==> src/hdl/axis_dw_pkg.sv <==
`default_nettype none

package axis_dw_pkg;

  // bytes carried by one narrow input beat
  localparam int s_bytes = 5;

  // narrow beats packed into one wide word
  // the datapath and fsm are written for exactly two
  localparam int lane_count = 2;

  // bytes in one wide output word
  localparam int m_bytes = s_bytes * lane_count;

  // sideband width, taken from the first beat of a word
  localparam int user_width = 8;

  // one narrow beat as seen on the slave side
  typedef struct packed {
    logic [s_bytes-1:0][7:0]  data;
    logic [s_bytes-1:0]       keep;
    logic [user_width-1:0]    user;
    logic                     last;
  } in_beat_t;

  // one assembled wide word, byte 0 in the lowest lane
  typedef struct packed {
    logic [m_bytes-1:0][7:0]  data;
    logic [m_bytes-1:0]       keep;
    logic [user_width-1:0]    user;
    logic                     last;
  } out_beat_t;

  // lane fill tracking
  // lane_lo waits for a low beat, lane_hi for a high beat, hold_full offers the word
  typedef enum logic [1:0] {
    lane_lo   = 2'd0,
    lane_hi   = 2'd1,
    hold_full = 2'd2
  } fill_state_t;

endpackage

`default_nettype wire

==> src/hdl/axis_skid_buffer.sv <==
`timescale 1ns/1ps
`default_nettype none

module axis_skid_buffer #(
  parameter type payload_t = logic
) (
  input  wire           aclk,
  input  wire           arst_n,

  // upstream side
  input  wire           in_valid,
  output logic          in_ready,
  input  wire payload_t in_data,

  // downstream side
  output logic          out_valid,
  input  wire           out_ready,
  output payload_t      out_data
);

  // side slot catches a beat that arrives while the output stalls
  payload_t side_data;
  logic     side_valid;

  logic     side_valid_nxt;
  logic     main_valid_nxt;
  logic     in_fire;
  logic     main_free;

  assign in_fire = in_valid & in_ready;

  // main slot empty or emptying this cycle
  assign main_free = ~out_valid | out_ready;

  always_comb begin
    main_valid_nxt = out_valid;
    side_valid_nxt = side_valid;
    if (main_free) begin
      // side entry is older, so it moves up first
      main_valid_nxt = side_valid | in_fire;
      side_valid_nxt = 1'b0;
    end else if (in_fire) begin
      // output stalled, park the new beat
      side_valid_nxt = 1'b1;
    end
  end

  // control state
  always_ff @(posedge aclk or negedge arst_n) begin
    if (!arst_n) begin
      out_valid  <= 1'b0;
      side_valid <= 1'b0;
      // ready rises one cycle after release
      in_ready   <= 1'b0;
    end else begin
      out_valid  <= main_valid_nxt;
      side_valid <= side_valid_nxt;
      // registered ready, low only while the side slot is occupied
      in_ready   <= ~side_valid_nxt;
    end
  end

  // payload slots
  always_ff @(posedge aclk) begin
    if (main_free) begin
      if (side_valid) begin
        out_data <= side_data;
      end else if (in_fire) begin
        out_data <= in_data;
      end
    end
    if (in_fire && !main_free) begin
      side_data <= in_data;
    end
  end

endmodule

`default_nettype wire

==> src/hdl/axis_upsizer_top.sv <==
`timescale 1ns/1ps
`default_nettype none

module axis_upsizer_top
  import axis_dw_pkg::*;
(
  input  wire                         aclk,
  input  wire                         arst_n,

  // narrow slave stream
  input  wire                         s_axis_tvalid,
  output logic                        s_axis_tready,
  input  wire  [s_bytes-1:0][7:0]     s_axis_tdata,
  input  wire  [s_bytes-1:0]          s_axis_tkeep,
  input  wire  [user_width-1:0]       s_axis_tuser,
  input  wire                         s_axis_tlast,

  // wide master stream
  output logic                        m_axis_tvalid,
  input  wire                         m_axis_tready,
  output logic [m_bytes-1:0][7:0]     m_axis_tdata,
  output logic [m_bytes-1:0]          m_axis_tkeep,
  output logic [user_width-1:0]       m_axis_tuser,
  output logic                        m_axis_tlast
);

  // pins gathered into a beat
  in_beat_t  s_beat;

  // input skid to fsm and datapath
  in_beat_t  in_skid_beat;
  logic      in_skid_valid;
  logic      in_skid_ready;

  // fsm steering
  logic      load_lo;
  logic      load_hi;
  logic      clear_hi;

  // assembled word to the output skid
  out_beat_t asm_word;
  logic      word_valid;
  logic      word_ready;

  // output skid back to pins
  out_beat_t m_beat;

  assign s_beat = '{
    data: s_axis_tdata,
    keep: s_axis_tkeep,
    user: s_axis_tuser,
    last: s_axis_tlast
  };

  axis_skid_buffer #(
    .payload_t (in_beat_t)
  ) u_in_skid (
    .aclk      (aclk),
    .arst_n    (arst_n),
    .in_valid  (s_axis_tvalid),
    .in_ready  (s_axis_tready),
    .in_data   (s_beat),
    .out_valid (in_skid_valid),
    .out_ready (in_skid_ready),
    .out_data  (in_skid_beat)
  );

  lane_fill_fsm u_fsm (
    .aclk       (aclk),
    .arst_n     (arst_n),
    .beat_valid (in_skid_valid),
    .beat_ready (in_skid_ready),
    .beat_last  (in_skid_beat.last),
    .load_lo    (load_lo),
    .load_hi    (load_hi),
    .clear_hi   (clear_hi),
    .word_valid (word_valid),
    .word_ready (word_ready)
  );

  lane_pack_datapath u_datapath (
    .aclk     (aclk),
    .arst_n   (arst_n),
    .beat     (in_skid_beat),
    .load_lo  (load_lo),
    .load_hi  (load_hi),
    .clear_hi (clear_hi),
    .word     (asm_word)
  );

  axis_skid_buffer #(
    .payload_t (out_beat_t)
  ) u_out_skid (
    .aclk      (aclk),
    .arst_n    (arst_n),
    .in_valid  (word_valid),
    .in_ready  (word_ready),
    .in_data   (asm_word),
    .out_valid (m_axis_tvalid),
    .out_ready (m_axis_tready),
    .out_data  (m_beat)
  );

  // word back onto pins
  assign m_axis_tdata = m_beat.data;
  assign m_axis_tkeep = m_beat.keep;
  assign m_axis_tuser = m_beat.user;
  assign m_axis_tlast = m_beat.last;

endmodule

`default_nettype wire

==> src/hdl/lane_fill_fsm.sv <==
`timescale 1ns/1ps
`default_nettype none

module lane_fill_fsm
  import axis_dw_pkg::*;
(
  input  wire  aclk,
  input  wire  arst_n,

  // narrow beat handshake from the input skid
  input  wire  beat_valid,
  output logic beat_ready,
  input  wire  beat_last,

  // datapath steering
  output logic load_lo,
  output logic load_hi,
  output logic clear_hi,

  // wide word handshake toward the output skid
  output logic word_valid,
  input  wire  word_ready
);

  fill_state_t state;
  fill_state_t state_nxt;

  logic beat_fire;
  logic word_fire;
  logic lo_slot;

  // word is complete only in hold_full
  assign word_valid = (state == hold_full);
  assign word_fire  = word_valid & word_ready;

  // beats are taken in both fill states
  // in hold_full only when the word leaves this cycle
  always_comb begin
    unique case (state)
      lane_lo:   beat_ready = 1'b1;
      lane_hi:   beat_ready = 1'b1;
      hold_full: beat_ready = word_ready;
      default:   beat_ready = 1'b0;
    endcase
  end

  assign beat_fire = beat_valid & beat_ready;

  // a beat accepted now lands in the lower lanes
  assign lo_slot = (state == lane_lo) | (state == hold_full);

  assign load_lo  = beat_fire & lo_slot;
  assign load_hi  = beat_fire & (state == lane_hi);
  // early last, upper half of the word stays empty
  assign clear_hi = load_lo & beat_last;

  always_comb begin
    state_nxt = state;
    unique case (state)
      lane_lo: begin
        if (beat_fire) begin
          state_nxt = beat_last ? hold_full : lane_hi;
        end
      end
      lane_hi: begin
        // second beat always closes the word
        if (beat_fire) begin
          state_nxt = hold_full;
        end
      end
      hold_full: begin
        if (word_fire) begin
          // back-to-back start of the next word
          if (beat_fire) begin
            state_nxt = beat_last ? hold_full : lane_hi;
          end else begin
            state_nxt = lane_lo;
          end
        end
      end
      default: begin
        state_nxt = lane_lo;
      end
    endcase
  end

  always_ff @(posedge aclk or negedge arst_n) begin
    if (!arst_n) begin
      state <= lane_lo;
    end else begin
      state <= state_nxt;
    end
  end

endmodule

`default_nettype wire

==> src/hdl/lane_pack_datapath.sv <==
`timescale 1ns/1ps
`default_nettype none

module lane_pack_datapath
  import axis_dw_pkg::*;
(
  input  wire           aclk,
  input  wire           arst_n,

  // beat from the input skid, already qualified by the fsm loads
  input  wire in_beat_t beat,

  // lane steering from the fsm
  input  wire           load_lo,
  input  wire           load_hi,
  input  wire           clear_hi,

  // assembled word toward the output skid
  output out_beat_t     word
);

  // lower lanes, bytes 0 to s_bytes-1
  logic [s_bytes-1:0][7:0] lo_data;
  logic [s_bytes-1:0]      lo_keep;

  // upper lanes, bytes s_bytes to m_bytes-1
  logic [s_bytes-1:0][7:0] hi_data;
  logic [s_bytes-1:0]      hi_keep;

  // word sideband
  logic [user_width-1:0]   user_q;
  logic                    last_q;

  // keep and last qualify the word, so they start cleared
  always_ff @(posedge aclk or negedge arst_n) begin
    if (!arst_n) begin
      lo_keep <= '0;
      hi_keep <= '0;
      last_q  <= 1'b0;
    end else begin
      if (load_lo) begin
        lo_keep <= beat.keep;
        // last of the low beat, overwritten if a high beat follows
        last_q  <= beat.last;
      end
      if (load_hi) begin
        hi_keep <= beat.keep;
        last_q  <= beat.last;
      end else if (clear_hi) begin
        // word closed after one beat
        hi_keep <= '0;
      end
    end
  end

  // byte lanes and user
  always_ff @(posedge aclk) begin
    if (load_lo) begin
      lo_data <= beat.data;
      // user of the first beat names the word
      user_q  <= beat.user;
    end
    if (load_hi) begin
      hi_data <= beat.data;
    end else if (clear_hi) begin
      // no stale bytes from the previous word
      hi_data <= '0;
    end
  end

  // join lanes, lower first
  always_comb begin
    word      = '0;
    word.data = {hi_data, lo_data};
    word.keep = {hi_keep, lo_keep};
    word.user = user_q;
    word.last = last_q;
  end

endmodule

`default_nettype wire
==> config.mk <==
export PLATFORM = sky130hd
export DESIGN_NAME = axis_upsizer_top
export DESIGN_NICKNAME = d
export VERILOG_FILES = /design/src/hdl/axis_dw_pkg.sv /design/src/hdl/axis_skid_buffer.sv /design/src/hdl/axis_upsizer_top.sv /design/src/hdl/lane_fill_fsm.sv /design/src/hdl/lane_pack_datapath.sv
export SDC_FILE = /design/constraint.sdc
export NUM_CORES = 1
export LEC_CHECK = 0
export ABC_AREA = 1
export BUFFER_PORTS_ARGS = -buffer_cell sky130_fd_sc_hd__buf_2
export CORE_MARGIN = 2
export CORE_UTILIZATION = 35
export DETAILED_ROUTE_END_ITERATION = 10
export SETUP_SLACK_MARGIN = 0.02
export SYNTH_ARGS = -nofsm -noshare
export SYNTH_HDL_FRONTEND = slang
export SYNTH_SLANG_ARGS = --single-unit
export TNS_END_PERCENT = 1
==> constraint.sdc <==
create_clock -name aclk -period 5.55 [get_ports aclk]
set_input_delay 1.11 -clock aclk [delete_from_list [all_inputs] [get_ports aclk]]
set_output_delay 1.11 -clock aclk [all_outputs]
set_load 0.1 [all_outputs]
==> flow_summary.yaml, run 1 <==
timing:
  rsz0062_at_grt: "no"
  worst_slew_pin_slew_ns: 1.20
  final.period_utilization: 0.635
  slew_headroom: 0.199
  final.setup.worst_slack_ns: 2.03
  finalClockSkew_ns: 0.0119
  setup_violations: 0
  hold_viol_final: 0
  final-max-slew-violation-count: 0
  period_minus_slack_ns: 3.52
  maxClockFrequency_ghz: 0.284
route:
  first_iter_violations: 391
  antenna_violating_nets_post_route: 0
  num_vias: 7835
  routedWlPerCell_um: 15.5
  wl_um: 28100
  via_per_inst: 4.33
  post-route-drc-count: 0
  drt_pre_antenna_iters: 5
clock_network:
  clock-sinks: 413
  h_tree_lvls: 2
  path_clk_slew_ns: 0.06
  ctsResizeCount: 0
  postCtsSetupRepairBufs: 0
  cts_root_buf: "sky130_fd_sc_hd__clkbuf_16"
  clock_tree.buffer_depth: 3
  ctsHoldBuffers: 0
  cts_made_buffers: 43
  cts_tree: "built"
  clk_latency_ns: 0.53
synthesis:
  syn_inst: 1066
  synth_sequential_area_ratio: 0.829
  synth_top_flop_cell: "sky130_fd_sc_hd__edfxtp_1"
  fraction_of_post_synthesis_cell_area_in_the_top_cell_type_by_area: 0.797
  synth.ff_latch_count: 413
  synthDistinctLibCells: 19
  synth_top_cell_by_area: "sky130_fd_sc_hd__edfxtp_1"
  avgSynthCellArea_um2: 13.9
  synth.top_cells.by_area: "sky130_fd_sc_hd__edfxtp_1, sky130_fd_sc_hd__nand2_1, sky130_fd_sc_hd__dfrtp_1"
  yosys_warnings: 0
  synth-async-reset-ratio: 0.0460
  syn-num-nets: 1124
  synth_enable_flop_cells: 394
  syn_area_um2: 14800
final_layout:
  area_growth_pct: 18.8
  antenna_cells: 0
  final.fill_count: 3875
  final_core_area_utilization: 0.420
  post_route_cells_drive_above_1_share: 0.189
  final-instance-count-excl-fill: 1808
  layout_nets: 1296
global_routing:
  grt_overflow: 0
  grt_pass1_wl_um: 43700
  grt_antenna_before_repair: 1
  pin_count_of_the_biggest_net_entering_global_routing: 101
  grt_usage: 0.129
  via_count_of_the_first_global_routing_pass: 7920
setup_path:
  setup.worst_path.end_class: "flip-flop"
  crit_path_max_fanout: 100
  worst_r2r_startpoint: "u_out_skid.side_valid"
  cp_data_required_time_ns: 5.70
  worst_setup_path_start_kind: "flip-flop"
  worst-setup-path-type: "reg -> reg"
  worstPathArrival_ns: 3.67
  reg2reg_setup_slack_ns: 2.03
  crit_path_start: "u_out_skid.side_valid"
placed_design:
  gp_congestion: 0.752
  port-buffer-count: 158
  hpwlAfterDp_um: 17100
  numPlacedInstances: 1732
  dpl_worst_slack_ns: 2.06
die:
  floorplan.core_area_um2: 41900
  die_width_um: 210
  boundaryPins: 159
  die_area_um2: 44100
  die_h_um: 210
  initial_core_utilization: 0.354
  row_count: 75
worst_hold_path:
  hp-start: "u_in_skid.out_data[3]"
  hold_class: "reg -> reg"
flow_run:
  max_cap_violations: 0
status:
  status: "completed"
==> cell families (layout without fill, tap and decap cells) <==
logic type / after synthesis / after routing / synth area share
AOI/OAI and AO/OA: 5 / 5 / 0.00202
and+or+nand+nor: 555 / 555 / 0.143
buffers and inverters: 93 / 296 / 0.0260
DFF: 413 / 413 / 0.829
==> layout make-up <==
class	instances	area (um2)	share of cell area
clock buffers	57	1210	0.0687
clock inverters	19	190	0.0108
inverters	55	209	0.0119
multi-input cells	560	2190	0.124
flip-flops and latches	413	12300	0.698
well taps	539	674	0.0383
repair buffers	165	843	0.0478
==> routing by layer <==
| layer | GRT usage | share of wire | up-vias |
|---|---|---|---|
| met5 | 0 | 0.00046 | - |
| met1 | 0.161 | 0.43 | 3692 |
| li1 | - | - | 3917 |
| met3 | 0.0291 | 0.049 | 56 |
| met4 | 0.0479 | 0.029 | 2 |
| met2 | 0.220 | 0.49 | 168 |
==> placed cells by master, fill, tap and decap left out <==
cell type / Yosys / layout
sky130_fd_sc_hd__clkinv_2: 0 / 4
sky130_fd_sc_hd__nand3_1: 6 / 6
sky130_fd_sc_hd__clkbuf_1: 23 / 8
sky130_fd_sc_hd__inv_1: 51 / 49
sky130_fd_sc_hd__nand4_1: 5 / 5
sky130_fd_sc_hd__nor2_4: 0 / 3
sky130_fd_sc_hd__inv_2: 4 / 5
sky130_fd_sc_hd__nand2_1: 497 / 497
sky130_fd_sc_hd__buf_2: 5 / 158
sky130_fd_sc_hd__o21ai_2: 1 / 1
sky130_fd_sc_hd__o21ai_0: 2 / 2
sky130_fd_sc_hd__bufinv_16: 0 / 4
sky130_fd_sc_hd__dfrtp_1: 19 / 17
sky130_fd_sc_hd__a21oi_1: 1 / 1
sky130_fd_sc_hd__nor2_2: 2 / 2
sky130_fd_sc_hd__dfrtp_2: 0 / 1
sky130_fd_sc_hd__nor2_1: 44 / 41
sky130_fd_sc_hd__inv_4: 0 / 1
sky130_fd_sc_hd__clkinv_1: 0 / 9
sky130_fd_sc_hd__clkbuf_8: 0 / 4
sky130_fd_sc_hd__clkbuf_16: 0 / 45
sky130_fd_sc_hd__buf_4: 0 / 7
sky130_fd_sc_hd__inv_6: 0 / 1
sky130_fd_sc_hd__dfrtp_4: 0 / 1
sky130_fd_sc_hd__a31oi_4: 0 / 1
sky130_fd_sc_hd__nor3_4: 1 / 1
sky130_fd_sc_hd__clkinvlp_4: 0 / 1
sky130_fd_sc_hd__edfxtp_1: 394 / 394
==> state kept, by name (all words and copies together), names as in the netlist <==
register / count
u_out_skid.out_data: 99
u_out_skid.side_data: 99
u_datapath.word: 80
u_in_skid.out_data: 54
u_in_skid.side_data: 54
u_datapath.user_q: 8
u_datapath.hi_keep: 5
u_datapath.lo_keep: 5
u_fsm.state: 2
u_datapath.last_q: 1
u_in_skid.in_ready: 1
u_in_skid.out_valid: 1
u_in_skid.side_valid: 1
u_out_skid.in_ready: 1
u_out_skid.out_valid: 1
u_out_skid.side_valid: 1
==> cells in the mapped netlist (2+ instances only) <==
library cell	number
sky130_fd_sc_hd__clkbuf_1	23
sky130_fd_sc_hd__nor2_1	44
sky130_fd_sc_hd__edfxtp_1	394
sky130_fd_sc_hd__nand2_1	497
sky130_fd_sc_hd__buf_6	4
sky130_fd_sc_hd__buf_2	5
sky130_fd_sc_hd__nand3_1	6
sky130_fd_sc_hd__inv_1	51
sky130_fd_sc_hd__buf_1	5
sky130_fd_sc_hd__nand4_1	5
sky130_fd_sc_hd__o21ai_0	2
sky130_fd_sc_hd__inv_2	4
sky130_fd_sc_hd__nor2_2	2
sky130_fd_sc_hd__dfrtp_1	19
==> per-stage QoR <==
stage	TNS [ns]	hold WS, ns	instance area [um2]
5_1_grt	0	0.429	17600
3_3_place_gp	0	0.402	16200
2_1_floorplan	-30.33	0.400	14800
4_1_cts	0	0.418	17600
6_report	0	0.417	17600
3_5_place_dp	0	0.405	16200
==> path summary, 6_finish.rpt <==
| path | to | depth (start not counted) |
|---|---|---|
| max | u_out_skid.out_data[73] | 5 |
| min | u_datapath.user_q[2] | 0 |
| max reg2reg | u_out_skid.out_data[73] | 5 |
| min reg2reg | u_datapath.user_q[2] | 0 |
| max in group asynchronous | u_out_skid.side_valid | 1 |
| min in group asynchronous | u_datapath.lo_keep[4] | 1 |
==> worst max-delay path: stages, from the launching register on <==
cell and delay, ns:
sky130_fd_sc_hd__dfrtp_4 1.11, sky130_fd_sc_hd__inv_4 0.65, sky130_fd_sc_hd__nand2_1 0.28, sky130_fd_sc_hd__inv_1 0.11
sky130_fd_sc_hd__nor2_4 0.09, sky130_fd_sc_hd__buf_4 0.60
Power of run 1 is left out: the tool's default activity adds up to more than one toggle a clock period on the data nets, which glitch-free logic cannot reach.
==> inputs of run 2 (changes only) <==
Settings changed: ABC_AREA 1 to 0.
Clock period 5.55 ns to 3.65 ns, I/O delays scaled along.
==> run 2 against run 1 <==
  * Synthesized cell count is 37% lower
  * Design area shrank 0.57%
  * Area after synthesis down 1.1%
  * Global-route usage is 0.81 points lower
  * Fmax is 58% higher
  * Routed wire length is 6.9% lower
  * Critical path type unchanged
==> flow_summary.yaml, run 2 <==
status:
  status: "completed"
route:
  num_vias: 6451
  routedWlPerCell_um: 18.2
  antenna_violating_nets_post_route: 0
  drt_pre_antenna_iters: 4
  via_per_inst: 4.50
  post-route-drc-count: 0
  first_iter_violations: 353
  wl_um: 26200
synthesis:
  syn_inst: 670
  synth_common_cells: "sky130_fd_sc_hd__edfxtp_1, sky130_fd_sc_hd__mux2_2, sky130_fd_sc_hd__and2_1"
  synth_enable_flop_cells: 394
  synth_sequential_area_ratio: 0.838
  syn-num-nets: 728
  syn_area_um2: 14700
  yosys_warnings: 0
  synth.top_cells.by_area: "sky130_fd_sc_hd__edfxtp_1, sky130_fd_sc_hd__mux2_2, sky130_fd_sc_hd__dfrtp_1"
  synthMostInstantiatedCell: "sky130_fd_sc_hd__edfxtp_1"
  synth_top_cell_by_area: "sky130_fd_sc_hd__edfxtp_1"
  synth-async-reset-ratio: 0.0460
  synthDistinctLibCells: 24
  synth_top_flop_cell: "sky130_fd_sc_hd__edfxtp_1"
  avgSynthCellArea_um2: 21.9
  synth.ff_latch_count: 413
  fraction_of_post_synthesis_cell_area_in_the_top_cell_type_by_area: 0.806
power_and_ir_drop:
  power.share.clock: 0.256
  power_switching_share: 0.376
  cellInternalPower_mw: 9.84
  power.switching_mw: 5.92
  total_power_divided_by_cell_area_nw_per_um2: 899
  power.ir.vdd_worst_v: 0.000397
  power.leakage_nw: 6.07
  seq_power_share: 0.450
  comb_power_share: 0.295
  post-layout-total-power_mw: 15.8
timing:
  rsz0062_at_grt: "no"
  worst_slew_pin_slew_ns: 1.05
  period_minus_slack_ns: 2.23
  fin_hold_ws_ns: 0.140
  hold_viol_final: 0
  slew_headroom: 0.298
  final.period_utilization: 0.611
  final-max-slew-violation-count: 0
  finalClockSkew_ns: 0.0169
  setup_violations: 0
  maxClockFrequency_ghz: 0.449
setup_path:
  worstPathArrival_ns: 2.37
  crit_path_max_fanout: 40
  setup.worst_path.end_class: "flip-flop"
  worst_r2r_startpoint: "u_fsm.state[0]"
  reg2reg_setup_slack_ns: 1.42
  worst_r2r_endpoint: "u_datapath.word[71]"
  cp_data_required_time_ns: 3.79
  reg2reg_depth: 3
  worst-setup-path-type: "reg -> reg"
  worst_setup_path_start_kind: "flip-flop"
die:
  die_h_um: 209
  row_count: 75
  floorplan.core_area_um2: 41700
  die_width_um: 209
  die_area_um2: 43600
  boundaryPins: 159
  initial_core_utilization: 0.352
clock_network:
  cts_tree: "built"
  cts_root_buf: "sky130_fd_sc_hd__clkbuf_16"
  path_clk_slew_ns: 0.06
  clock_tree.buffer_depth: 3
  postCtsSetupRepairBufs: 0
  clock-sinks: 413
  h_tree_lvls: 2
  ctsResizeCount: 0
  cts_made_buffers: 42
  ctsHoldBuffers: 0
  clk_latency_ns: 0.54
placed_design:
  hpwlAfterDp_um: 15700
  gp_congestion: 0.716
  numPlacedInstances: 1358
  port-buffer-count: 158
final_layout:
  layout_nets: 921
  leading_cell_types_in_the_layout_fill_and_taps_excluded: "sky130_fd_sc_hd__edfxtp_1, sky130_fd_sc_hd__mux2_2, sky130_fd_sc_hd__buf_2"
  post_route_cells_drive_above_1_share: 0.448
  final.fill_count: 3717
  mostFrequentLayoutCell: "sky130_fd_sc_hd__edfxtp_1"
  final-instance-count-excl-fill: 1435
  area_growth_pct: 19.4
global_routing:
  via_count_of_the_first_global_routing_pass: 6921
  grt_overflow: 0
  grt_usage: 0.121
  pin_count_of_the_biggest_net_entering_global_routing: 100
  grt_pass1_wl_um: 40100
  grt_antenna_before_repair: 5
flow_run:
  max_cap_violations: 0
worst_hold_path:
  hold_class: "in -> async"
## run 2: cell type report
cell class | count | area, um2 | area share
tap | 539 | 674 | 0.0385
clock inverter | 20 | 174 | 0.00992
antenna | 3 | 7.51 | 0.000428
multi-input combinational | 232 | 2290 | 0.131
inverter | 3 | 11.3 | 0.000642
timing repair buffer | 171 | 938 | 0.0535
sequential | 413 | 12300 | 0.703
clock buffer | 54 | 1120 | 0.0637
## run 2: worst max-delay path by stage
| stage | cells past startpoint | to | startpoint |
|---|---|---|---|
| after floorplan | 2 | u_out_skid.out_data[0] | u_out_skid.out_valid |
| after global placement | 5 | u_out_skid.side_data[95] | m_axis_tready |
| after detailed placement | 5 | u_out_skid.side_data[29] | m_axis_tready |
| after CTS | 3 | u_datapath.word[67] | u_fsm.state[0] |
| after global routing | 3 | u_datapath.word[65] | u_fsm.state[0] |
| final | 3 | u_datapath.word[71] | u_fsm.state[0] |
## run 2: cell families (layout without fill, tap and decap cells)
logic type | Yosys count | in the layout | share of synthesized area
muxes | 159 | 159 | 0.122
buffers and inverters | 25 | 248 | 0.00818
DFF | 413 | 413 | 0.838
other | 0 | 3 | 0
and+or+nand+nor | 60 | 60 | 0.0252
AOI/OAI and AO/OA | 13 | 13 | 0.00631
## run 2: metrics by stage
step	utilization	setup slack [ns]	area [um2]	setup TNS, ns
2_1_floorplan	-	-0.435	14700	-50.32
3_3_place_gp	0.390	1.34	16200	0
3_5_place_dp	0.390	1.34	16200	0
4_1_cts	0.421	1.36	17500	0
5_1_grt	0.421	1.25	17500	0
6_report	0.421	1.42	17500	0
## run 2: per-layer routing
layer  GRT usage  wire (um)
met4      0.0485        631
met3      0.0322       1380
met1       0.155      11700
met2       0.195      12500
met5           0         27
## run 2: worst max-delay path: stages, from the launching register on
cell                       delay, ns
sky130_fd_sc_hd__dfrtp_1        0.45
sky130_fd_sc_hd__nand2b_1       0.26
sky130_fd_sc_hd__a21o_1         0.31
sky130_fd_sc_hd__inv_2          0.80
## run 2: power groups by stage
| stage | Sequential, mW | Combinational (mW) | Clock, mW |
|---|---|---|---|
| floorplan | 9.83 | 1.10 | 0 |
| detailed placement | 7.21 | 4.70 | 0 |
| global placement | 7.17 | 4.67 | 0 |
| global route | 7.20 | 4.86 | 4.33 |
| finish | 7.09 | 4.64 | 4.03 |
| CTS | 7.12 | 4.72 | 4.15 |
Note: power is estimated with default switching activity, not from simulation.
